### src/common/sya_consts.svh
/*
 * Array geometry and datapath widths of the systolic convolution engine.
 * Included by the package and by every RTL module that sizes a port.
 */
`ifndef SYA_CONSTS_SVH
`define SYA_CONSTS_SVH

// ==============================
// Array geometry
// ==============================
`define SYA_NUM_ROW     4
`define SYA_NUM_COL     4

// ==============================
// Datapath widths
// ==============================
`define SYA_DAT_WIDTH   8
`define SYA_ACC_WIDTH   26
`define SYA_CHN_WIDTH   10
`define SYA_IDX_WIDTH   16
`define SYA_ADDR_WIDTH  16

// Zero steps after the last channel so the skew empties
`define SYA_FLUSH_LEN   (`SYA_NUM_ROW + `SYA_NUM_COL - 1)

`endif

### src/common/sya_pkg.sv
/*
 * Shared types of the systolic engine: controller states, the configuration,
 * loop indices and the payloads of the read and output write channels.
 */
`include "sya_consts.svh"

package sya_pkg;

    typedef enum logic [1:0] {
        IDLE,
        FEED,
        FLUSH,
        DRAIN
    } sya_state_e;

    typedef struct packed {
        logic [`SYA_CHN_WIDTH-1:0]  chn;
        logic [`SYA_IDX_WIDTH-1:0]  grp_per_tile;
        logic [`SYA_IDX_WIDTH-1:0]  num_til_ifm;
        logic [`SYA_IDX_WIDTH-1:0]  num_til_flt;
        // 0 puts the filter tile loop inside, 1 the input tile loop
        logic                       loop_ord;
        logic [`SYA_ADDR_WIDTH-1:0] act_base;
        logic [`SYA_ADDR_WIDTH-1:0] wgt_base;
        logic [`SYA_ADDR_WIDTH-1:0] ofm_base;
        logic [4:0]                 shift;
        logic [`SYA_DAT_WIDTH-1:0]  zp;
    } sya_cfg_t;

    typedef struct packed {
        logic [`SYA_CHN_WIDTH-1:0]  chn;
        logic [`SYA_IDX_WIDTH-1:0]  grp;
        logic [`SYA_IDX_WIDTH-1:0]  til_ifm;
        logic [`SYA_IDX_WIDTH-1:0]  til_flt;
        logic [`SYA_IDX_WIDTH-1:0]  blk;
    } sya_idx_t;

    typedef struct packed {
        logic [`SYA_ADDR_WIDTH-1:0] act_addr;
        logic [`SYA_ADDR_WIDTH-1:0] wgt_addr;
    } sya_rd_req_t;

    typedef struct packed {
        logic [`SYA_NUM_ROW-1:0][`SYA_DAT_WIDTH-1:0] act;
        logic [`SYA_NUM_COL-1:0][`SYA_DAT_WIDTH-1:0] wgt;
    } sya_rd_dat_t;

    typedef struct packed {
        logic [`SYA_ADDR_WIDTH-1:0]                  addr;
        logic [`SYA_NUM_COL-1:0][`SYA_DAT_WIDTH-1:0] dat;
    } sya_ofm_wr_t;

    typedef logic [`SYA_NUM_COL-1:0][`SYA_ACC_WIDTH-1:0] sya_acc_row_t;

endpackage

### src/rtl/sya_ofm_quant.sv
/*
 * Output stage. Quantizes the selected accumulator row to bytes and offers
 * it as one output write at the block address plus the row number.
 */
`include "sya_consts.svh"
`timescale 1ns/1ps

module sya_ofm_quant
    import sya_pkg::*;
(
    input  logic                            clk,
    input  logic                            rst_n,
    input  sya_acc_row_t                    acc_row,
    input  logic [4:0]                      shift,
    input  logic [`SYA_DAT_WIDTH-1:0]       zp,
    input  logic [$clog2(`SYA_NUM_ROW)-1:0] drain_row,
    input  logic                            drain_vld,
    input  logic [`SYA_ADDR_WIDTH-1:0]      ofm_blk_addr,
    input  logic                            ofm_wr_rdy,
    output sya_ofm_wr_t                     ofm_wr,
    output logic                            ofm_wr_vld,
    output logic                            drain_done
);

    wire [`SYA_NUM_COL-1:0][`SYA_DAT_WIDTH-1:0] q_dat;

    for (genvar c = 0; c < `SYA_NUM_COL; c++) begin : g_quant
        logic [`SYA_ACC_WIDTH-1:0] sh;
        assign sh = acc_row[c] >> shift;
        // Negative sums clamp to zero, zp wraps modulo 256
        assign q_dat[c] = acc_row[c][`SYA_ACC_WIDTH-1] ? '0 : sh[`SYA_DAT_WIDTH-1:0] + zp;
    end

    assign ofm_wr = '{
        addr: ofm_blk_addr + drain_row,
        dat:  q_dat
    };
    assign ofm_wr_vld = drain_vld;
    // Last row accepted ends the group
    assign drain_done = drain_vld && ofm_wr_rdy && (drain_row == `SYA_NUM_ROW - 1);

    a_wr_hold: assert property (@(posedge clk) disable iff (!rst_n)
        ofm_wr_vld && !ofm_wr_rdy |=> ofm_wr_vld && $stable(ofm_wr));

endmodule

### config.mk
export PLATFORM = sky130hd
export DESIGN_NAME = sya_ofm_quant
export DESIGN_NICKNAME = d
export VERILOG_FILES = /design/src/common/sya_pkg.sv /design/src/rtl/sya_ofm_quant.sv
export VERILOG_INCLUDE_DIRS = /design/src /design/src/common
export SDC_FILE = /design/constraint.sdc
export NUM_CORES = 1
export LEC_CHECK = 0
export BUFFER_PORTS_ARGS = -buffer_cell sky130_fd_sc_hd__buf_2
export CORE_AREA = 2 2 107 109
export DETAILED_ROUTE_END_ITERATION = 16
export DIE_AREA = 0 0 109 111
export GPL_ROUTABILITY_DRIVEN = 0
export PLACE_DENSITY = 0.88
export RECOVER_POWER = 100
export SLEW_MARGIN = 20
export SYNTH_ARGS = -nofsm -noshare
export SYNTH_HDL_FRONTEND = slang
export SYNTH_SLANG_ARGS = --single-unit
### constraint.sdc
create_clock -name vclk -period 4.13
set_clock_uncertainty 0.2 [all_clocks]
set_input_delay 0.2065 -clock vclk [all_inputs]
set_output_delay 0.2065 -clock vclk [all_outputs]
set_load 0.05 [all_outputs]
**Word-level counts from Yosys, hierarchy flattened**

Cells that the tools add are included.

- Mux-type cells: 4
- Equality and inequality tests: 1
- Reductions and logical operators: 2
- Shift operators: 4
- Add/sub/neg operators: 5

Operator list:

| operator | number |
|---|---|
| right shift 26 x 5 -> 8 bit | 4 |
| adder 8 bit | 4 |
| two-way mux 8 bit | 4 |
| adder 16 x 2 -> 16 bit | 1 |
| == test 2 bit (second input constant) | 1 |
| logical AND 1 bit | 2 |

- Flip-flop bits (word level): 0
- Input bits: 139
- Word-level logic and storage cells: 16
- Output and inout port bits: 50

**Depth between registers and ports, before layout**

Gate-level depths: netlist of the first run.

- Depth after elaboration: 3
- Gate-level depth with buffers: 16
- Gate-level depth less buffers: 13

**Least setup slack after synthesis of the first run**

No wires, ideal clock.

- Kind: input -> output
- From: input port shift[1]
- To: output port ofm_wr[15] (netlist bit)
- Path buffers: 3
- Path slack: -0.553 ns
- Data arrival time: 4.277 ns
- Cell stages on the path: 13
- Cells stage by stage: buf_2 buf_2 clkbuf_1 mux4_2 mux4_2 mux2_2 ha_1 a21o_1 a21oi_1 o21ai_0 o41ai_1 nor3_1 nor3b_1

RTL lines:

| item | line | text |
|---|---|---|
| start: declaration | sya_ofm_quant.sv:14 | `input logic [4:0] shift,` |
| end: declaration | sya_ofm_quant.sv:20 | `output sya_ofm_wr_t ofm_wr,` |

==> out/metrics.yaml, run 1 <==
layout:
  clkbuf_count: 0
  areaGrowthSynthToFinish_pct: 24.29
  fin_nets: 902
  fillers: 886
  drive_gt1_share_pct: 45.45
  seq_area_um2: 0
  seq_cell_count: 0
  final_core_util_pct: 59.54
  diodes: 0
yosys:
  synthCells: 549
  yosysWarnings: 0
  netlist_area_um2: 5306
  ys_seq_area_share_pct: 0
  syn_nets: 723
  ys_types: 39
  syn_avg_cell_area_um2: 9.665
critical_path:
  critPathSlowestCell: "mux4_2"
  worst-endpoint-arrival_ns: 3.60
  crit_path_end_kind: "output port"
  path_class: "in -> out"
  path_cells: "buf_4 > buf_12 > mux4_2 > mux4_2 > mux2_2 > ha_1 > a21o_1 > a21oi_1 > o21ai_0 > o41ai_2 > nor3_1 > nor3b_4 > buf_2"
  cpMostUsedCell: "mux4_2"
  path_max_fanout: 18
  cp_data_required_time_ns: 3.72
  startpoint_type: "primary input"
  slowest_delay_ns: 0.53
timing:
  max_freq_mhz: 249.8
  worst_pin_slew_ns: 0.7310
  finalSetupViolCount: 0
  relSlewSlack_pct: 51.27
  fin_ws_ns: 0.1267
  timing.hold.ws_ns: 0.5981
  timing.final.crit_share_pct: 96.93
  finalCriticalPeriod_ns: 4.003
  hold_viol_final: 0
  drv_slew: 0
floorplan:
  dieArea_um2: 12100
  pin_count: 189
  die_width_um: 109
  die_h_um: 111
  start_util_pct: 47.90
  core_um2: 11080
  rows: 39
global_routing:
  grt_pass1_wl_um: 26720
  grt_max_degree: 36
  grt_overflow: 0
  antenna_found_initial: 1
  grt_pass1_vias: 5409
  grt.total_usage_pct: 27.14
clocking:
  postCtsHoldBufs: 0
drt:
  viasPerCell: 6.701
  firstDrtPassIters: 5
  vias: 5823
  route.final.wire_length_um: 17610
  drt_drc_violations_left: 0
  ant_nets: 0
  first_iter_violations: 559
  wl_per_cell_um: 20.26
power:
  sw_frac_of_total_pct: 59.12
  switching_power_mw: 0.7603
  internal_power_mw: 0.5256
  clkPwrFrac_pct: 0
  leakagePower_nw: 2.828
  ir_drop_uv: 105.1
  powerDensity_nw_per_um2: 195.0
  p_comb_share_pct: 100.0
  power_frac_seq_pct: 0
place:
  dp_hpwl_um: 14420
  dp_slack_ns: 0.01927
  port_buffers: 187
hold_path:
  hold_class: "in -> out"
run_status:
  status: "completed"
run:
  drv_cap: 0
==> cells in the final DEF (no fill, tap or decap), drive strengths merged, types with 7 or more instances in the layout <==
master	netlist	final
buf	35	183
mux4	100	100
nor2	51	51
clkbuf	14	43
a21oi	33	33
mux2i	32	32
ha	30	30
nand2	25	25
nor2b	21	21
inv	21	21
xor2	20	20
o21ai	20	20
mux2	16	16
o22ai	16	16
xnor2	14	14
nor3	13	13
a211oi	12	12
nand3	9	9
o21a	8	8
a21o	8	8
and3	7	7
==> power groups by stage <==
stage          sequential, mW  combinational (mW)  clock (mW)
2_1_floorplan               0               0.920           0
3_3_place_gp                0                1.22           0
3_5_place_dp                0                1.25           0
6_report                    0                1.29           0
5_1_grt                     0                1.37           0
4_1_cts                     0                1.25           0
==> critical path, delay by kind of cell <==
kind | cells | cell delay, ns
AO/OA/AOI/OAI | 4 | 0.82
adder cells (fa/ha/maj) | 1 | 0.27
buffers and inverters | 3 | 0.64
multiplexers | 3 | 1.35
AND/OR/NAND/NOR | 2 | 0.31
==> cell families after synthesis <==
logic type	Yosys count	share of synthesized area, %
mux	148	51.87
simple gates	147	13.51
xor+xnor	34	5.612
compound gates	113	13.39
fa+ha+maj	35	8.960
buf+inv	72	6.649
==> cells in the mapped netlist (7+ instances only) <==
master	count	area [µm²]
nor2b_1	21	131.4
o22ai_1	16	100.1
a211oi_1	12	90.09
inv_1	20	75.07
xnor2_1	14	122.6
o21ai_0	19	95.09
mux2i_1	32	320.3
a21o_1	8	60.06
a21oi_1	33	165.2
xor2_1	20	175.2
o21a_1	8	60.06
nand2_1	25	93.84
clkbuf_1	14	52.55
ha_1	30	375.4
buf_2	21	105.1
nor2_1	51	191.4
nand3_1	9	45.04
nor3_1	13	65.06
mux4_2	100	2252
mux2_2	16	180.2
and3_1	7	43.79
==> per-layer routing <==
layer  up-vias  share of wire (%)  track usage, %
met5         -              0.074               0
met4         2                3.2           7.607
met3        71                 13           4.350
met2       558                 48           45.51
met1      2660                 36           36.08
li1       2532                  -               -
==> cell type report <==
type | count | area, µm² | area share [%]
Inverter | 23 | 86.33 | 1.309
Multi-Input combinational cell | 477 | 5059 | 76.70
Tap cell | 143 | 178.9 | 2.713
Timing Repair Buffer | 226 | 1271 | 19.28
==> per-stage QoR <==
step | instance area [µm²] | instances | power, mW | setup TNS (ns)
after floorplan | 5355 | 549 | 0.9196 | -0.07799
final | 6595 | 869 | 1.286 | 0
after global routing | 6595 | 869 | 1.372 | -0.008283
after CTS | 6534 | 865 | 1.251 | 0
after global placement | 6534 | 865 | 1.217 | 0
after detailed placement | 6534 | 865 | 1.249 | 0
==> final timing paths <==
| path | cells after the start | startpoint | endpoint |
|---|---|---|---|
| worst max-delay path | 13 | shift[0] | ofm_wr[23] |
| worst min-delay path | 2 | drain_vld | ofm_wr_vld |
==> timing repair <==
item | 4_1_cts | 5_1_grt
setup buffers | 0 | 4
endpoints found under the hold margin | 0 | 0
endpoints found under the setup margin | 0 | 8
gates resized for setup | 0 | 23
No activity file was read; power rests on OpenSTA's default activity.
==> inputs of run 2 (changes only) <==
Clock period 4.13 ns to 3.75 ns, I/O delays scaled along.
==> out/metrics.yaml, run 2 (same netlist as run 1, synthesis figures left out) <==
run_status:
  status: "completed"
layout:
  seq_area_um2: 0
  fin_cells: 926
  drive_gt1_share_pct: 53.45
  fin_nets: 958
  fillers: 726
  multi_input_area_um2: 5276
  final_cell_mix: "buf_2 (135), mux4_2 (100), buf_4 (77)"
  seq_cell_count: 0
  final_common_cell: "buf_2"
  clkbuf_count: 0
  areaGrowthSynthToFinish_pct: 40.51
power:
  powerDensity_nw_per_um2: 222.7
  leakagePower_nw: 3.201
  ir_drop_uv: 121.6
global_routing:
  antenna_found_initial: 2
  grt_pass1_wl_um: 30100
  grt_pass1_vias: 6060
  grt_max_degree: 32
  grt_overflow: 0
  grt.total_usage_pct: 30.84
floorplan:
  dieArea_um2: 12100
  die_h_um: 111
  start_util_pct: 47.90
  core_um2: 11080
  die_width_um: 109
  pin_count: 189
  rows: 39
critical_path:
  cp_data_required_time_ns: 3.36
  startpoint_type: "primary input"
  path_max_fanout: 12
  path_class: "in -> out"
  crit_path_end_kind: "output port"
  worst-endpoint-arrival_ns: 3.35
clocking:
  postCtsHoldBufs: 0
place:
  dp_hpwl_um: 15140
  port_buffers: 187
  dp_cells: 912
timing:
  drv_slew: 0
  grt_setup_unrepaired: "yes"
  timing.hold.ws_ns: 0.5584
  max_freq_mhz: 267.4
  finalCriticalPeriod_ns: 3.739
  relSlewSlack_pct: 50.45
  timing.final.crit_share_pct: 99.72
  finalSetupViolCount: 0
  worst_pin_slew_ns: 0.7417
  hold_viol_final: 0
drt:
  wl_per_cell_um: 23.71
  firstDrtPassIters: 5
  vias: 6512
  route.final.wire_length_um: 21950
  ant_nets: 0
  first_iter_violations: 1023
  viasPerCell: 7.032
  drt_drc_violations_left: 0
hold_path:
  hold_class: "in -> out"
run:
  drv_cap: 0
run 2: final cells by class:
class / count / area share, %
well taps: 143 / 2.400
diodes: 1 / 0.03356
multi-input cells: 477 / 70.77
inverters: 23 / 1.259
repair buffers: 282 / 25.54
run 2: worst paths after layout:
path | start | endpoint | slack, ns | cells after the start
setup / recovery | shift[1] | ofm_wr[14] | 0.01 | 15
hold / removal | drain_vld | ofm_wr_vld | 0.56 | 2
run 2: timing repair:
item,4_1_cts,5_1_grt
setup buffers,2,8
setup endpoints to repair,11,10
pin swaps,16,21
gates cloned,2,1
resized for setup,43,36
run 2: where the power goes:
group / switching [mW] / total, mW / internal (mW)
clock: 0 / 0.0000000357 / 0.0000000357
sequential: 0 / 0 / 0
combinational: 0.939 / 1.66 / 0.722
run 2: worst max-delay path, stage by stage:
cell and delay, ns:
buf_8 0.16, buf_4 0.19, mux2i_2 0.30, a21oi_1 0.18
mux4_2 0.48, mux2_1 0.32, ha_2 0.20, fa_2 0.34
a21o_1 0.17, a21oi_2 0.14, o21bai_1 0.09, a21oi_2 0.19
xor2_2 0.19, nor2_4 0.05, buf_6 0.16
run 2: per-layer routing:
metal  vias up  global-route usage, %  part of all wire, %
li1       2651                      -                    -
met1      2911                  39.90                   33
met2       771                  51.14                   46
met3       177                  5.232                   15
met4         2                  11.88                  7.0
met5         -                      0                0.059
run 2: metrics by stage:
step | area (µm²) | total power, mW | TNS [ns] | util, % | worst slack, ns
3_3_place_gp | 7013 | 1.453 | -1.341 | 63.31 | -0.2185
5_1_grt | 7453 | 1.750 | -0.6910 | 67.29 | -0.1830
4_1_cts | 7256 | 1.563 | -0.01857 | 65.50 | -0.01731
2_1_floorplan | 5519 | 1.052 | 0 | - | 0.002112
3_5_place_dp | 7013 | 1.496 | -1.960 | 63.31 | -0.3019
6_report | 7456 | 1.661 | 0 | 67.31 | 0.01063
==> inputs of run 3 (changes only) <==
Settings changed: CORE_AREA 2 2 107 109 to 2 2 102 114, DIE_AREA 0 0 109 111 to 0 0 104 116, GPL_TIMING_DRIVEN from default to 0.
==> out/metrics.yaml, run 3 (same netlist as run 1, synthesis figures left out) <==
floorplan:
  rows: 40
  start_util_pct: 49.09
  dieArea_um2: 12060
  pin_count: 189
  die_width_um: 104
  die_h_um: 116
  core_um2: 10810
timing:
  drv_slew: 0
  worst_pin_slew_ns: 0.6335
  finalSetupViolCount: 9
  hold_viol_final: 0
  grt_setup_unrepaired: "yes"
  max_freq_mhz: 256.8
  fin_ws_ns: -0.1440
  finalCriticalPeriod_ns: 3.894
  timing.final.crit_share_pct: 103.8
  relSlewSlack_pct: 57.95
  timing.hold.ws_ns: 0.6111
critical_path:
  startpoint_type: "primary input"
  cp_data_required_time_ns: 3.36
  path_class: "in -> out"
  crit_path_end_kind: "output port"
  cpMostUsedCell: "buf_6"
  path_max_fanout: 10
  critPathSlowestCell: "nor2_1"
  worst-endpoint-arrival_ns: 3.51
  path_cells: "buf_6 > buf_4 > buf_6 > nor2_1 > and3_1 > nand2_1 > o21ai_0 > mux2_2 > ha_1 > a21o_1 > a21oi_2 > o21ai_2 > o41ai_4 > o21ai_1 > nor3b_4 > buf_6"
  slowest_delay_ns: 0.48
power:
  ir_drop_uv: 122.7
  leakagePower_nw: 3.088
  p_total_mw: 1.643
  p_comb_share_pct: 100.0
  power_frac_seq_pct: 0
  sw_frac_of_total_pct: 58.79
  clkPwrFrac_pct: 0
  powerDensity_nw_per_um2: 225.1
  switching_power_mw: 0.9662
  internal_power_mw: 0.6772
global_routing:
  grt_pass1_vias: 6411
  grt_max_degree: 11
  antenna_found_initial: 0
  grt_pass1_wl_um: 33380
  grt.total_usage_pct: 35.04
  grt_overflow: 0
drt:
  drt_drc_violations_left: 1
  vias: 6740
  ant_nets: 0
  route.final.wire_length_um: 25050
  wl_per_cell_um: 27.53
  viasPerCell: 7.407
  first_iter_violations: 1276
  firstDrtPassIters: 14
clocking:
  postCtsHoldBufs: 0
layout:
  areaGrowthSynthToFinish_pct: 37.56
  drive_gt1_share_pct: 50.85
  final_cell_mix: "buf_2 (142), mux4_2 (100), nor2_1 (43)"
  seq_area_um2: 0
  diodes: 0
  clkbuf_count: 0
  fin_nets: 939
  final_common_cell: "buf_2"
  final_core_util_pct: 67.52
  stdcell_area_um2: 7300
  seq_cell_count: 0
run_status:
  violations: "design-rule violations, negative setup slack"
  status: "finished with violations"
hold_path:
  hold_end: "ofm_wr[47]"
  min-delay-start: "ofm_blk_addr[15]"
  hold_path_depth: 3
  hold_class: "in -> out"
place:
  port_buffers: 183
  dp_hpwl_um: 16890
  dp_slack_ns: -0.7554
  dpl-instance-area_um2: 6619
run:
  drv_cap: 0
[run 3: cell count changes in the layout (fill, tap and decap cells not counted), moves of 2 or more]
cell	previous run	this run
mux2_1	2	0
clkbuf_4	0	4
buf_2	135	142
buf_1	0	2
clkbuf_16	1	5
mux2i_2	4	2
clkbuf_1	32	40
buf_4	77	32
buf_6	10	13
[run 3: repair_timing]
| item | 4_1_cts | 5_1_grt |
|---|---|---|
| resized for setup | 73 | 31 |
| buffers inserted | 19 | 8 |
| setup endpoints to repair | 20 | 9 |
| pin swaps | 13 | 20 |
| gates cloned | 0 | 4 |
[run 3: how the worst max path moves through the flow]
stage | from | endpoint | slack [ns] | cells after the start
2_1_floorplan | shift[0] | ofm_wr[15] | 0.002 | 12
3_3_place_gp | shift[3] | ofm_wr[23] | -0.72 | 14
3_5_place_dp | shift[3] | ofm_wr[23] | -0.76 | 14
4_1_cts | shift[0] | ofm_wr[23] | -0.04 | 13
5_1_grt | shift[2] | ofm_wr[22] | -0.18 | 15
6_report | shift[1] | ofm_wr[7] | -0.14 | 16
[run 3: final cells by class]
class                           instances  area (µm²)
Timing Repair Buffer                  214        1240
Multi-Input combinational cell        477        5281
Tap cell                              147       183.9
Fill cell                             779        3511
Inverter                               23       86.33
Buffer                                 49       508.0
[run 3: through the flow]
stage          cells  setup TNS, ns
6_report         910        -0.6844
5_1_grt          910         -1.169
4_1_cts          898       -0.04231
3_5_place_dp     879         -6.767
3_3_place_gp     879         -5.949
2_1_floorplan    549              0
[run 3: critical path, delay by kind of cell]
family,cells,cell delay (ns)
adders and majority gates,1,0.23
buffers and inverters,4,0.73
and+or+nand+nor,4,1.14
AOI/OAI and AO/OA,6,1.00
muxes,1,0.21
[run 3: routing by layer]
layer / global-route usage (%) / up-vias / routed length (µm) / share of wire (%)
li1: - / 2604 / - / -
met1: 38.34 / 2906 / 7307 / 29
met2: 59.78 / 900 / 10820 / 43
met3: 8.436 / 330 / 4030 / 16
met4: 26.49 / 0 / 2897 / 12
met5: 0 / - / 0 / 0
[run 3: power groups by stage]
stage / Clock (mW) / Combinational [mW] / Sequential [mW]
2_1_floorplan: 0 / 1.05 / 0
3_3_place_gp: 0 / 1.38 / 0
3_5_place_dp: 0 / 1.42 / 0
4_1_cts: 0 / 1.50 / 0
5_1_grt: 0 / 1.71 / 0
6_report: 0 / 1.64 / 0
