===== config.mk =====
export PLATFORM = sky130hd
export DESIGN_NAME = sya_ctrl
export DESIGN_NICKNAME = d
export VERILOG_FILES = /design/src/common/sya_pkg.sv /design/src/rtl/sya_ctrl.sv
export VERILOG_INCLUDE_DIRS = /design/src /design/src/common
export SDC_FILE = /design/constraint.sdc
export NUM_CORES = 1
export LEC_CHECK = 0
export ABC_AREA = 1
export BUFFER_PORTS_ARGS = -buffer_cell sky130_fd_sc_hd__buf_2
export CAP_MARGIN = 20
export CORE_AREA = 2 2 160 162
export CTS_BUF_LIST = sky130_fd_sc_hd__clkbuf_8
export CTS_CLUSTER_SIZE = 10
export DETAILED_ROUTE_END_ITERATION = 6
export DIE_AREA = 0 0 162 164
export PLACE_DENSITY_LB_ADDON = 0.25
export SETUP_SLACK_MARGIN = 0.1
export SLEW_MARGIN = 20
export SYNTH_ARGS = -nofsm -noshare
export SYNTH_HDL_FRONTEND = slang
export SYNTH_SLANG_ARGS = --single-unit
export TNS_END_PERCENT = 10

===== constraint.sdc =====
create_clock -name clk -period 4.9 [get_ports clk]
set_input_delay 0.98 -clock clk [delete_from_list [all_inputs] [get_ports clk]]
set_output_delay 0.98 -clock clk [all_outputs]
set_load 0.02 [all_outputs]

===== src/common/sya_consts.svh =====
/*
 * Array geometry and datapath widths of the systolic convolution engine.
 * Included by the package and by every RTL module that sizes a port.
 */
`ifndef SYA_CONSTS_SVH
`define SYA_CONSTS_SVH

// ==============================
// Array geometry
// ==============================
`define SYA_NUM_ROW     4
`define SYA_NUM_COL     4

// ==============================
// Datapath widths
// ==============================
`define SYA_DAT_WIDTH   8
`define SYA_ACC_WIDTH   26
`define SYA_CHN_WIDTH   10
`define SYA_IDX_WIDTH   16
`define SYA_ADDR_WIDTH  16

// Zero steps after the last channel so the skew empties
`define SYA_FLUSH_LEN   (`SYA_NUM_ROW + `SYA_NUM_COL - 1)

`endif


===== src/common/sya_pkg.sv =====
/*
 * Shared types of the systolic engine: controller states, the configuration,
 * loop indices and the payloads of the read and output write channels.
 */
`include "sya_consts.svh"

package sya_pkg;

    typedef enum logic [1:0] {
        IDLE,
        FEED,
        FLUSH,
        DRAIN
    } sya_state_e;

    typedef struct packed {
        logic [`SYA_CHN_WIDTH-1:0]  chn;
        logic [`SYA_IDX_WIDTH-1:0]  grp_per_tile;
        logic [`SYA_IDX_WIDTH-1:0]  num_til_ifm;
        logic [`SYA_IDX_WIDTH-1:0]  num_til_flt;
        // 0 puts the filter tile loop inside, 1 the input tile loop
        logic                       loop_ord;
        logic [`SYA_ADDR_WIDTH-1:0] act_base;
        logic [`SYA_ADDR_WIDTH-1:0] wgt_base;
        logic [`SYA_ADDR_WIDTH-1:0] ofm_base;
        logic [4:0]                 shift;
        logic [`SYA_DAT_WIDTH-1:0]  zp;
    } sya_cfg_t;

    typedef struct packed {
        logic [`SYA_CHN_WIDTH-1:0]  chn;
        logic [`SYA_IDX_WIDTH-1:0]  grp;
        logic [`SYA_IDX_WIDTH-1:0]  til_ifm;
        logic [`SYA_IDX_WIDTH-1:0]  til_flt;
        logic [`SYA_IDX_WIDTH-1:0]  blk;
    } sya_idx_t;

    typedef struct packed {
        logic [`SYA_ADDR_WIDTH-1:0] act_addr;
        logic [`SYA_ADDR_WIDTH-1:0] wgt_addr;
    } sya_rd_req_t;

    typedef struct packed {
        logic [`SYA_NUM_ROW-1:0][`SYA_DAT_WIDTH-1:0] act;
        logic [`SYA_NUM_COL-1:0][`SYA_DAT_WIDTH-1:0] wgt;
    } sya_rd_dat_t;

    typedef struct packed {
        logic [`SYA_ADDR_WIDTH-1:0]                  addr;
        logic [`SYA_NUM_COL-1:0][`SYA_DAT_WIDTH-1:0] dat;
    } sya_ofm_wr_t;

    typedef logic [`SYA_NUM_COL-1:0][`SYA_ACC_WIDTH-1:0] sya_acc_row_t;

endpackage


===== src/rtl/sya_ctrl.sv =====
/*
 * Sequencer of the engine. Walks channel, group and tile loops, issues read
 * requests, steps the array on data beats, then flushes and drains it.
 */
`include "sya_consts.svh"
`timescale 1ns/1ps

module sya_ctrl
    import sya_pkg::*;
(
    input  logic                            clk,
    input  logic                            rst_n,
    input  sya_cfg_t                        cfg,
    input  logic                            cfg_vld,
    output logic                            cfg_rdy,
    output sya_cfg_t                        cfg_q,
    output sya_idx_t                        idx,
    output logic                            rd_req_vld,
    input  logic                            rd_req_rdy,
    input  logic                            rd_dat_vld,
    output logic                            rd_dat_rdy,
    input  logic                            ofm_wr_rdy,
    output logic                            arr_en,
    output logic                            arr_clr,
    output logic                            arr_dat_sel,
    output logic [$clog2(`SYA_NUM_ROW)-1:0] drain_row,
    output logic                            drain_vld,
    input  logic                            drain_done
);

    localparam int FLUSH_CNT_W = $clog2(`SYA_FLUSH_LEN);

    sya_state_e                state;
    sya_state_e                state_nxt;
    sya_idx_t                  idx_nxt;
    logic                      req_done;
    logic [`SYA_CHN_WIDTH-1:0] beat_cnt;
    logic [FLUSH_CNT_W-1:0]    flush_cnt;
    logic                      req_hs;
    logic                      beat;
    logic                      last_req;
    logic                      last_beat;
    logic                      flush_end;
    logic                      grp_last;
    logic                      ifm_last;
    logic                      flt_last;

    assign req_hs    = rd_req_vld & rd_req_rdy;
    assign beat      = rd_dat_vld & rd_dat_rdy;
    assign last_req  = idx.chn == cfg_q.chn - 1'b1;
    assign last_beat = beat_cnt == cfg_q.chn - 1'b1;
    assign flush_end = flush_cnt == `SYA_FLUSH_LEN - 1;
    assign grp_last  = idx.grp == cfg_q.grp_per_tile - 1'b1;
    assign ifm_last  = idx.til_ifm == cfg_q.num_til_ifm - 1'b1;
    assign flt_last  = idx.til_flt == cfg_q.num_til_flt - 1'b1;

    assign cfg_rdy     = state == IDLE;
    assign rd_req_vld  = (state == FEED) && !req_done;
    assign rd_dat_rdy  = state == FEED;
    // Array steps on every beat and on every flush cycle
    assign arr_en      = beat || (state == FLUSH);
    assign arr_dat_sel = state == FLUSH;
    assign arr_clr     = drain_done;
    assign drain_vld   = state == DRAIN;

    // ==============================
    // State machine
    // ==============================
    always_comb begin
        state_nxt = state;
        case (state)
            IDLE:  if (cfg_vld) state_nxt = FEED;
            FEED:  if (beat && last_beat) state_nxt = FLUSH;
            FLUSH: if (flush_end) state_nxt = DRAIN;
            DRAIN: begin
                if (drain_done)
                    state_nxt = (grp_last && ifm_last && flt_last) ? IDLE : FEED;
            end
            default: state_nxt = IDLE;
        endcase
    end

    // Next group position with the inner tile loop picked by loop_ord
    always_comb begin
        idx_nxt     = idx;
        idx_nxt.grp = grp_last ? '0 : idx.grp + 1'b1;
        idx_nxt.blk = idx.blk + 1'b1;
        if (grp_last) begin
            if (cfg_q.loop_ord) begin
                idx_nxt.til_ifm = ifm_last ? '0 : idx.til_ifm + 1'b1;
                if (ifm_last)
                    idx_nxt.til_flt = idx.til_flt + 1'b1;
            end else begin
                idx_nxt.til_flt = flt_last ? '0 : idx.til_flt + 1'b1;
                if (flt_last)
                    idx_nxt.til_ifm = idx.til_ifm + 1'b1;
            end
        end
    end

    always_ff @(posedge clk) begin
        if (cfg_vld && cfg_rdy)
            cfg_q <= cfg;
    end

    always_ff @(posedge clk or negedge rst_n) begin
        if (!rst_n) begin
            state     <= IDLE;
            idx       <= '0;
            req_done  <= 1'b0;
            beat_cnt  <= '0;
            flush_cnt <= '0;
            drain_row <= '0;
        end else begin
            state <= state_nxt;
            if (cfg_vld && cfg_rdy) begin
                idx      <= '0;
                req_done <= 1'b0;
            end else if (drain_done) begin
                idx      <= idx_nxt;
                req_done <= 1'b0;
            end else if (req_hs) begin
                idx.chn  <= last_req ? '0 : idx.chn + 1'b1;
                req_done <= last_req;
            end
            if (beat)
                beat_cnt <= last_beat ? '0 : beat_cnt + 1'b1;
            if (state == FLUSH)
                flush_cnt <= flush_end ? '0 : flush_cnt + 1'b1;
            if (drain_vld && ofm_wr_rdy)
                drain_row <= drain_done ? '0 : drain_row + 1'b1;
        end
    end

    // ==============================
    // Checks
    // ==============================
    // A data beat never runs ahead of its read request
    a_beat_after_req: assert property (@(posedge clk) disable iff (!rst_n)
        beat |-> req_done || idx.chn > beat_cnt);

    // A stalled request keeps its loop position and so its addresses
    a_req_hold: assert property (@(posedge clk) disable iff (!rst_n)
        rd_req_vld && !rd_req_rdy |=> rd_req_vld && $stable(idx));

    // Each drain begins at row 0
    a_drain_start: assert property (@(posedge clk) disable iff (!rst_n)
        state == FLUSH && flush_end |=> drain_vld && drain_row == '0);

endmodule


# Word-level counts from Yosys, hierarchy flattened
# Index checks and enable logic that the tools add are counted.
[op_classes]
n_reduce_logical = 18
bitwise = 2
n_eq_ne = 15
add_sub_neg = 12
mux = 24
[op_table]
columns = ["op", "n"]
rows = [
  ["16-bit 2-to-1 mux", 5],
  ["74-bit 2-to-1 mux", 1],
  ["16-bit by 1-bit adder with 16-bit output, second input constant", 4],
  ["32-bit 2-to-1 mux", 2],
  ["64-bit 2-to-1 mux", 1],
  ["16-bit equality test", 3],
  ["16-bit by 1-bit subtractor with 16-bit output, second input constant", 3],
  ["10-bit 2-to-1 mux", 4],
  ["10-bit by 1-bit adder with 10-bit output, second input constant", 2],
  ["10-bit equality test", 2],
  ["2-bit 2-to-1 mux", 5],
  ["10-bit by 1-bit subtractor with 10-bit output, second input constant", 1],
  ["2-bit by 1-bit != test with 1-bit output, second input constant", 4],
  ["2-bit case mux with 4 select lines", 1],
  ["1-bit logical AND", 6],
  ["3-bit AND reduction", 2],
  ["2-bit nonzero test", 3],
  ["3-bit nonzero test", 2],
  ["2-bit equality test, second input constant", 2],
  ["1-bit 2-to-1 mux", 4],
  ["4-bit AND reduction", 1],
  ["3-bit by 1-bit adder with 3-bit output, second input constant", 1],
  ["3-bit equality test, second input constant", 1],
  ["3-bit 2-to-1 mux", 1],
  ["9 further kinds", 10],
]
[totals]
out_inout_bits = 203
inputBits = 127
ff_bits = 212

# Depth between registers and ports, before layout
# Gate-level depths: netlist of run 1.
[logic_depth]
ltp_word = 7
mapped_depth = 19

# Worst setup path after synthesis of run 1
# No wires, ideal clock.
[synth_timing]
path_kind = "input to register"
from = "input port cfg_vld"
to = "register cfg_q[0] in the netlist's numbering (enable)"
path_slack_ns = -0.638
required_time_ns = 4.369
t_arrival_ns = 5.007
path_stages = 4
path_buffers = 2
setup_time_ns = 0.531
cell_sequence = "nand2_1 > inv_1 > clkbuf_1 > buf_1"
[synth_via]
elab_chain_len = 1
[synth_rtl]
columns = ["item", "line_no", "rtl"]
rows = [
  ["start: declaration", "sya_ctrl.sv:14", "input logic cfg_vld,"],
  ["1-bit logical AND", "sya_ctrl.sv:102", "if (cfg_vld && cfg_rdy)"],
  ["end signal: assignment", "sya_ctrl.sv:103", "cfg_q <= cfg;"],
  ["end: declaration", "sya_ctrl.sv:16", "output sya_cfg_t cfg_q,"],
]
# Every way passes these cells.
# A chain may end at the register's enable or synchronous reset.

# Worst setup path in the final report of run 1
[layout_timing]
from = "register state[1]"
to = "output port arr_en"
[layout_via]
elab_chain_len = 3
word_cells_on_any_way = 4
[layout_rtl]
columns = ["item", "line_no", "rtl"]
rows = [
  ["start: declaration", "sya_ctrl.sv:33", "sya_state_e state;"],
  ["start signal: assignment", "sya_ctrl.sv:115", "state <= state_nxt;"],
  ["2-bit by 1-bit equality test with 1-bit output", "sya_ctrl.sv:59", "assign rd_dat_rdy = state == FEED;"],
  ["1-bit bitwise AND", "sya_ctrl.sv:49", "assign beat = rd_dat_vld & rd_dat_rdy;"],
  ["1-bit logical OR *", "sya_ctrl.sv:61", "assign arr_en = beat || (state == FLUSH);"],
  ["end: declaration", "sya_ctrl.sv:23", "output logic arr_en,"],
]
# Mark *: on every way between the ends. The rest lies on a longest branch, timed or not.

==> metrics, run 1 <==
status complete, no violations; Max-Cap Viols 0; pin count of the biggest net entering global routing slightly below 80; first drt pass iteration count 5; Post-DP Area approximately 14000 µm²; most common cell after layout, fill and taps aside nand2_1; Net Count, Synth roughly 1600; DRC 0; LEAKAGE about 7.2 nW; setup TNS 0 ns; Place WS 1.70 ns; worst vdd ir 326 µV; Worst-path clk slew 0.06 ns; Final Setup Violations 0; Initial Utilization 48.3%; R2R setup slack around 2.0 ns; Yosys top cell area share 30.1%; Routed met2 length 15600 µm; worst slew pin tran a little over 0.8 ns; DR WL/cell approximately 15 µm; WL met1 approximately 13000 µm; first-iteration detailed-routing DRC count 715; Crit Path Category flip-flop to output port; CP arrival approximately 2.0 ns; I/O pin total 330; grt ovf 0; RSZ-0062 raised after global routing false; Routed WL ~33000 µm; RD Place Congestion about 0.94; first-pass GRT wire length roughly 52000 µm; synth top area cells edfxtp_1 (30%), dfrtp_1 (19%), nand2_1 (14%); most used cell, CP inv_1; WP data required 3.92 ns; critical-path cell list inv_1 > ha_1 > nand2_1 > inv_1 > or2_2 > buf_2; post-cts repair resize count 0; post-synthesis sequential area ratio about half; Mapped Area approximately 12000 µm²; Synth Instances 1471; Core ar. 24800 µm²; PwrDens ~430 nW/µm²; Final min period between 2 and 3 ns; Final WS setup around 1.9 ns; CP max stage cell dfrtp_1; Hold Crit Class flip-flop to flip-flop; f_max around 340 MHz; Final Util about three fifths; Die Area 26600 µm²; Critical Path Start Type flip-flop; H-tree depth 2; antenna violations before repair 1; drt via density slightly above 5; Netlist cell types 46; most frequent cells in the layout nand2_1 (446), buf_2 (328), nor2_1 (177); CTS root buffer clkbuf_8; Die Width between 150 and 200 µm; site row count 58; Skew-Pair Late Insertion Delay about 0.54 ns; Max Fanout on Critical Path 6; Final ANT Viol Nets 0; design area between 10000 and 15000 µm²; Post-CTS Setup Inserts 0; clock tree sinks approximately 210; cts bufs inserted 39; met3 wire len about 2600 µm; TritonCTS clock tree built; Yosys top cell by area edfxtp_1; Slew HR a little under half; synthesis-stage register bit count approximately 210; Nets about 2000; CTS Buffer Depth 3; max incr delay on CP around 0.37 ns; Detail Placement HPWL around 24000 µm; number of global-route vias before repair ~11000; number of hold violations in the final report 0; Max Transition Viols Final 0; Area growth syn-to-layout 22.8%; Crit. End Element output port; highest routed layer met4; Clock Skew 0.0276 ns; Port Buffers approximately 330; Die Y ~160 µm; Hold-fix buffers, CTS 0; syn avg cell area slightly above 8 µm²; share of cells above drive strength 1 between 20% and 30%; fin crit share between 60% and 70%; gr usage total between 20% and 30%; via count around 11000; Yosys warnings 0
layer usage:
metal	track usage, %	up-vias
li1	-	5469
met1	29.4	5087
met2	41.6	419
met3	6.16	66
met4	8.49	0
met5	0	-
sequential cells by signal (all words and copies together) (netlist names):
name       cells
cfg_q        120
idx           74
beat_cnt      10
flush_cnt      3
drain_row      2
state          2
req_done       1
synthesized netlist by cell type (all sizes together):
cell    instances
dfrtp          92
nor2          200
nor4            6
a31oi           1
clkbuf         12
a21o            1
edfxtp        120
nand2         457
o21ai          46
nor3b           2
a31o            1
o31ai           1
buf            11
inv           169
o21a            1
o21bai         10
nor3           31
clkinv          1
xor2           51
xnor2          25
a21oi          33
nand3b         18
ha             14
o211ai          2
o22ai           2
and2            3
nand3         125
or2             6
a22o            1
nand4          28
xnor3           1
worst max-delay path, delay by kind of cell, from the launching register on:
kind | cells | cell delay (ns)
and+or+nand+nor | 2 | 0.45
buffers and inverters | 3 | 0.40
DFF | 1 | 0.37
adders and majority gates | 1 | 0.25
layout make-up:
cell class / count / area [µm²]
fill: 2306 / 10100
sequential: 212 / 5910
multi-input combinational: 1066 / 5300
timing repair buffer: 333 / 1690
inverter: 170 / 643
clock buffer: 43 / 592
tap: 330 / 413
clock inverter: 29 / 158
antenna: 1 / 2.50
where the power goes:
group | leakage, nW | internal [mW] | switching (mW)
clock network | 0.430 | 0.866 | 0.759
logic | 4.44 | 0.663 | 1.42
registers | 2.33 | 2.28 | 0.307
path summary, 6_finish.rpt:
| check | cells after the start | startpoint | endpoint |
|---|---|---|---|
| worst max-delay path | 6 | state[1]$_DFFE_PN0P_ | arr_en |
| worst min-delay path | 2 | flush_cnt[2]$_DFFE_PN0P_ | flush_cnt[2]$_DFFE_PN0P_ |
| worst max register to register | 14 | cfg_q[62]$_DFFE_PP_ | idx[38]$_DFFE_PN0P_ |
| worst min register to register | 2 | flush_cnt[2]$_DFFE_PN0P_ | flush_cnt[2]$_DFFE_PN0P_ |
| max in group asynchronous | 2 | rst_n | idx[70]$_DFFE_PN0P_ |
| min in group asynchronous | 1 | rst_n | idx[45]$_DFFE_PN0P_ |
cell families (layout without fill, tap and decap cells):
group                      count (synthesis)  after routing  share of synthesized area, %
buffers and inverters                    193            575                          6.43
and+or+nand+nor                          876            876                          32.5
other                                      0              1                             0
DFF                                      212            212                          49.3
xor gates and xnor gates                  77             77                          5.75
AOI/OAI and AO/OA                         99             99                          4.58
adders and majority gates                 14             14                          1.46
metrics by stage:
step | power (mW) | hold slack, ns | std cells
4_1_cts | 6.36 | 0.518 | 2183
3_3_place_gp | 4.65 | 0.496 | 2111
3_5_place_dp | 4.69 | 0.501 | 2111
5_1_grt | 6.68 | 0.571 | 2184
6_report | 6.29 | 0.518 | 2184
2_1_floorplan | 4.01 | 0.454 | 1471
No activity file was read; power rests on OpenSTA's default activity.
==> run 2, diff against run 1 <==
- CORE_AREA: 2 2 160 162 -> 2 2 158 160
- DIE_AREA: 0 0 162 164 -> 0 0 160 162
- clock period: 4.9 -> 2.76 ns (I/O delays scaled with it)
==> metrics, run 2 (synthesis gave the netlist of run 1 again) <==
status complete, no violations; worst vdd ir about 540 µV; share of cells above drive strength 1 approximately a quarter; Port Buffers between 300 and 400; clock tree sinks approximately 210; setup TNS 0 ns; most common cell after layout, fill and taps aside nand2_1; Die Width approximately 160 µm; CP max stage cell dfrtp_1; RSZ-0062 raised after global routing true; hold path startpoint cfg[91]; Switching Fraction 39.4%; Area growth syn-to-layout 23.9%; Flop pwr share 41.1%; via count ~11000; Clock Skew roughly 0.025 ns; Largest register FFs 120; register with the most flip-flops cfg_q; critical-path cell list ha_1 > nand2_1 > inv_1 > or2_2 > buf_2; critical path startpoint state[0]$_DFFE_PN0P_; DR WL/cell between 15 and 20 µm; Power, Total 11.2 mW; Final min period 2.60 ns; Initial Utilization around half; pin count of the biggest net entering global routing 73; Critical Path Start Type flip-flop; Detail Placement HPWL ~26000 µm; Max-Cap Viols 0; Slew HR around 54%; Buffers & Inverters on Critical Path 2; LEAKAGE just over 7 nW; max incr delay on CP around 0.43 ns; Skew-Pair Late Insertion Delay about 0.54 ns; combinational fraction of design power between 30% and 40%; crit-path leading delay family simple AND/OR/NAND/NOR gates; number of hold violations in the final report 0; DRC 0; Internal Pwr Total between 6 and 7 mW; design area ~15000 µm²; first-pass GRT wire length roughly 53000 µm; fin crit share a little over nine tenths; first drt pass iteration count 7; first-iteration detailed-routing DRC count around 700; Die Y about 160 µm; site row count 57; WP data required roughly 2.2 ns; grt ovf 0; f_max 384 MHz; gr usage total roughly a quarter; Clk network pwr share 25.2%; Crit. End Element output port; most frequent cells in the layout nand2_1 (445), buf_2 (328), nor2_1 (175); cts bufs inserted 38; worst slew pin tran 0.680 ns; Die Area around 26000 µm²; Hold Crit Class primary input to flip-flop; Final Util roughly three fifths; H-tree depth 2; number of global-route vias before repair 10839; Largest regs cfg_q x120, idx x74, beat_cnt x10; drt via density around 5.1; Routed WL 33500 µm; I/O pin total 330; RD Place Congestion around 0.93; Max Fanout on Critical Path 6; r2r startpoint cfg_q[94]$_DFFE_PP_; ant diodes 0; antenna violations before repair 0; hold slack around 0.19 ns; Final ANT Viol Nets 0; CTS root buffer clkbuf_8; CP arrival around 2.1 ns; TritonCTS clock tree built; R2R setup slack 0.28 ns; CTS Buffer Depth 3; Worst-path clk slew around 0.07 ns; Crit Path Category flip-flop to output port; Post-DP Area roughly 14000 µm²; PwrDens 752 nW/µm²; Psw 4.40 mW; Nets 1977; Max Transition Viols Final 0; Core ar. between 20000 and 25000 µm²; Final Setup Violations 0
run 2: worst register-to-register path: stages, from the launching register on:
cell	delay [ns]
edfxtp_1	0.43
inv_2	0.13
ha_2	0.24
nand3_2	0.13
nor2_4	0.18
xor2_1	0.21
nand2_1	0.07
nor2_1	0.09
nand2_1	0.08
nor2_4	0.15
nor2_4	0.07
nor2_8	0.20
nand2_4	0.20
nand2_1	0.12
nand2_1	0.06
run 2: final cells by class:
| class | count | area, µm² |
|---|---|---|
| Tap cell | 324 | 405 |
| Inverter | 170 | 643 |
| Multi-Input combinational cell | 1066 | 5330 |
| Sequential cell | 212 | 5910 |
| Fill cell | 2170 | 9270 |
| Clock buffer | 42 | 578 |
| Timing Repair Buffer | 348 | 1840 |
| Clock inverter | 27 | 140 |
run 2: routing by layer:
| metal | part of all wire [%] | vias up | GRT usage, % |
|---|---|---|---|
| li1 | - | 5505 | - |
| met1 | 41 | 5074 | 30.9 |
| met2 | 47 | 448 | 43.7 |
| met3 | 8.1 | 74 | 5.98 |
| met4 | 3.8 | 0 | 11.5 |
| met5 | 0 | - | 0 |
run 2: final timing paths:
| kind | to | depth (start not counted) |
|---|---|---|
| worst max-delay path | arr_en | 5 |
| worst min-delay path | cfg_q[91]$_DFFE_PP_ | 1 |
| worst max register to register | idx[25]$_DFFE_PN0P_ | 14 |
| worst min register to register | req_done$_DFFE_PN0P_ | 2 |
| max in group asynchronous | idx[11]$_DFFE_PN0P_ | 3 |
| min in group asynchronous | idx[43]$_DFFE_PN0P_ | 2 |
run 2: what timing repair did:
action / CTS / global route
hold buffers: 1 / 0
setup endpoints to repair: 0 / 34
endpoints found under the hold margin: 5 / 0
setup buffers: 0 / 3
gates resized for setup: 0 / 9
run 2: power groups by stage:
| stage | combinational, mW | sequential, mW | clock, mW |
|---|---|---|---|
| final | 3.76 | 4.59 | 2.81 |
| after global placement | 3.70 | 4.62 | 0 |
| after detailed placement | 3.76 | 4.64 | 0 |
| after floorplan | 2.02 | 5.07 | 0 |
| after CTS | 3.77 | 4.59 | 2.90 |
| after global routing | 4.17 | 4.67 | 3.04 |
run 2: stage by stage:
| step | cells | setup slack [ns] |
|---|---|---|
| finish | 2189 | 0.158 |
| global route | 2189 | 0.0856 |
| CTS | 2186 | 0.111 |
| detailed placement | 2116 | 0.120 |
| global placement | 2116 | 0.157 |
| floorplan | 1471 | 0.275 |
==> run 3, diff against run 2 <==
- CORE_AREA: 2 2 158 160 -> 2 2 203 125
- DIE_AREA: 0 0 160 162 -> 0 0 205 127
==> metrics, run 3 (synthesis gave the netlist of run 1 again) <==
I/O pin total 330; clock tree sinks between 200 and 250; Psw 4.39 mW; antenna violations before repair 0; Worst-path clk slew ~0.06 ns; ant diodes 0; LEAKAGE about 7.3 nW; most frequent cells in the layout nand2_1 (445), buf_2 (328), nor2_1 (172); status complete, no violations; combinational fraction of design power about a third; number of hold violations in the final report 0; Skew-Pair Late Insertion Delay approximately 0.54 ns; share of cells above drive strength 1 25.1%; Core ar. approximately 24000 µm²; RD Place Congestion approximately 0.90; number of global-route vias before repair a little over 10000; Die Width between 200 and 250 µm; Crit Path Category flip-flop to output port; first drt pass iteration count 6; via count about 11000; Final WS setup 0.239 ns; dpl cells 2118; Max-Cap Viols 0; setup TNS 0 ns; CTS Buffer Depth 3; Area growth syn-to-layout 23.9%; RSZ-0062 raised after global routing true; most common cell after layout, fill and taps aside nand2_1; Clock Skew roughly 0.021 ns; Routed WL between 30000 and 40000 µm; worst slew pin tran ~0.68 ns; Final min period about 2.5 ns; worst vdd ir between 400 and 500 µV; H-tree depth 2; Die Y around 130 µm; register with the most flip-flops cfg_q; Max Fanout on Critical Path 6; pin count of the biggest net entering global routing 95; Die Area around 26000 µm²; PwrDens about 740 nW/µm²; Hold Crit Class primary input to flip-flop; site row count 44; Detail Placement HPWL approximately 25000 µm; non-filler cells, final around 2200; Initial Utilization roughly half; Crit. End Element output port; Largest register FFs 120; WP data required approximately 2.2 ns; gr usage total between 20% and 30%; fin crit share between 90% and 100%; DR WL/cell about 15 µm; cts bufs inserted 35; Clk network pwr share 23.5%; drt via density 5.11; Port Buffers between 300 and 400; Max Transition Viols Final 0; Place WS around 0.18 ns; grt ovf 0; first-iteration detailed-routing DRC count between 1000 and 1500; Final ANT Viol Nets 0; first-pass GRT wire length 53100 µm; Flop pwr share a little over two fifths; DRC 0; Final Setup Violations 0; CTS root buffer clkbuf_8; f_max 397 MHz; TritonCTS clock tree built; R2R setup slack between 0.3 and 0.4 ns; Slew HR 54.5%; Nets a little under 2000; Internal Pwr Total between 6 and 7 mW; CP arrival 1.97 ns; Largest regs cfg_q x120, idx x74, beat_cnt x10; Fillers approximately 2100; Critical Path Start Type flip-flop; Switching Fraction around two fifths
## run 3: cell count changes in the layout (fill, tap and decap cells not counted), sizes merged
cell	delta
buf	+10
clkbuf	-6
clkinv	-7
clkinvlp	-1
inv	+2
## run 3: path summary, 6_finish.rpt
| path | from | endpoint | depth (start not counted) |
|---|---|---|---|
| worst min-delay path | cfg[115] | cfg_q[115]$_DFFE_PP_ | 1 |
| worst max-delay path | state[0]$_DFFE_PN0P_ | arr_en | 5 |
| worst max register to register | cfg_q[78]$_DFFE_PP_ | idx[46]$_DFFE_PN0P_ | 16 |
| max in group asynchronous | rst_n | idx[17]$_DFFE_PN0P_ | 3 |
| min in group asynchronous | rst_n | idx[54]$_DFFE_PN0P_ | 2 |
| worst min register to register | req_done$_DFFE_PN0P_ | req_done$_DFFE_PN0P_ | 2 |
## run 3: routing by layer
metal,up-vias,part of all wire [%],global-route usage [%]
met5,-,0,0
met4,0,1.3,5.92
met3,44,9.1,6.43
met2,453,42,37.3
met1,5166,48,38.3
li1,5511,-,-
## run 3: worst max-delay path, cell delays in order, from the launching register on
cell	delay, ns
dfrtp_1	0.43
ha_1	0.29
nand2_1	0.15
inv_1	0.13
or2_2	0.28
buf_2	0.16
## run 3: power groups by stage
stage | Combinational, mW | Sequential (mW) | Clock (mW)
floorplan | 2.02 | 5.07 | 0
global placement | 3.68 | 4.63 | 0
detailed placement | 3.74 | 4.65 | 0
CTS | 3.76 | 4.59 | 2.66
global route | 4.25 | 4.67 | 2.82
finish | 3.83 | 4.60 | 2.59
## run 3: cell type report
type                    instances  area (µm²)  share of cell area (%)
clock inverters                21         106                   0.717
repair buffers                357        1920                    12.9
clock buffers                  37         509                    3.43
well taps                     322         403                    2.71
inverters                     170         643                    4.33
flip-flops and latches        212        5910                    39.8
multi-input cells            1066        5360                    36.1
## run 3: through the flow
| step | power [mW] | utilization, % | hold slack [ns] | area (µm²) |
|---|---|---|---|---|
| 2_1_floorplan | 7.09 | - | 0.256 | 12000 |
| 3_3_place_gp | 8.31 | 58.7 | 0.362 | 14100 |
| 3_5_place_dp | 8.39 | 58.7 | 0.362 | 14100 |
| 4_1_cts | 11.0 | 61.3 | 0.148 | 14700 |
| 5_1_grt | 11.7 | 61.8 | 0.149 | 14800 |
| 6_report | 11.0 | 61.8 | 0.183 | 14800 |
## run 3: what timing repair did
action,4_1_cts,5_1_grt
setup buffers,0,8
setup endpoints to repair,0,33
hold buffers,1,0
resized for setup,0,14
hold endpoints to repair,4,0
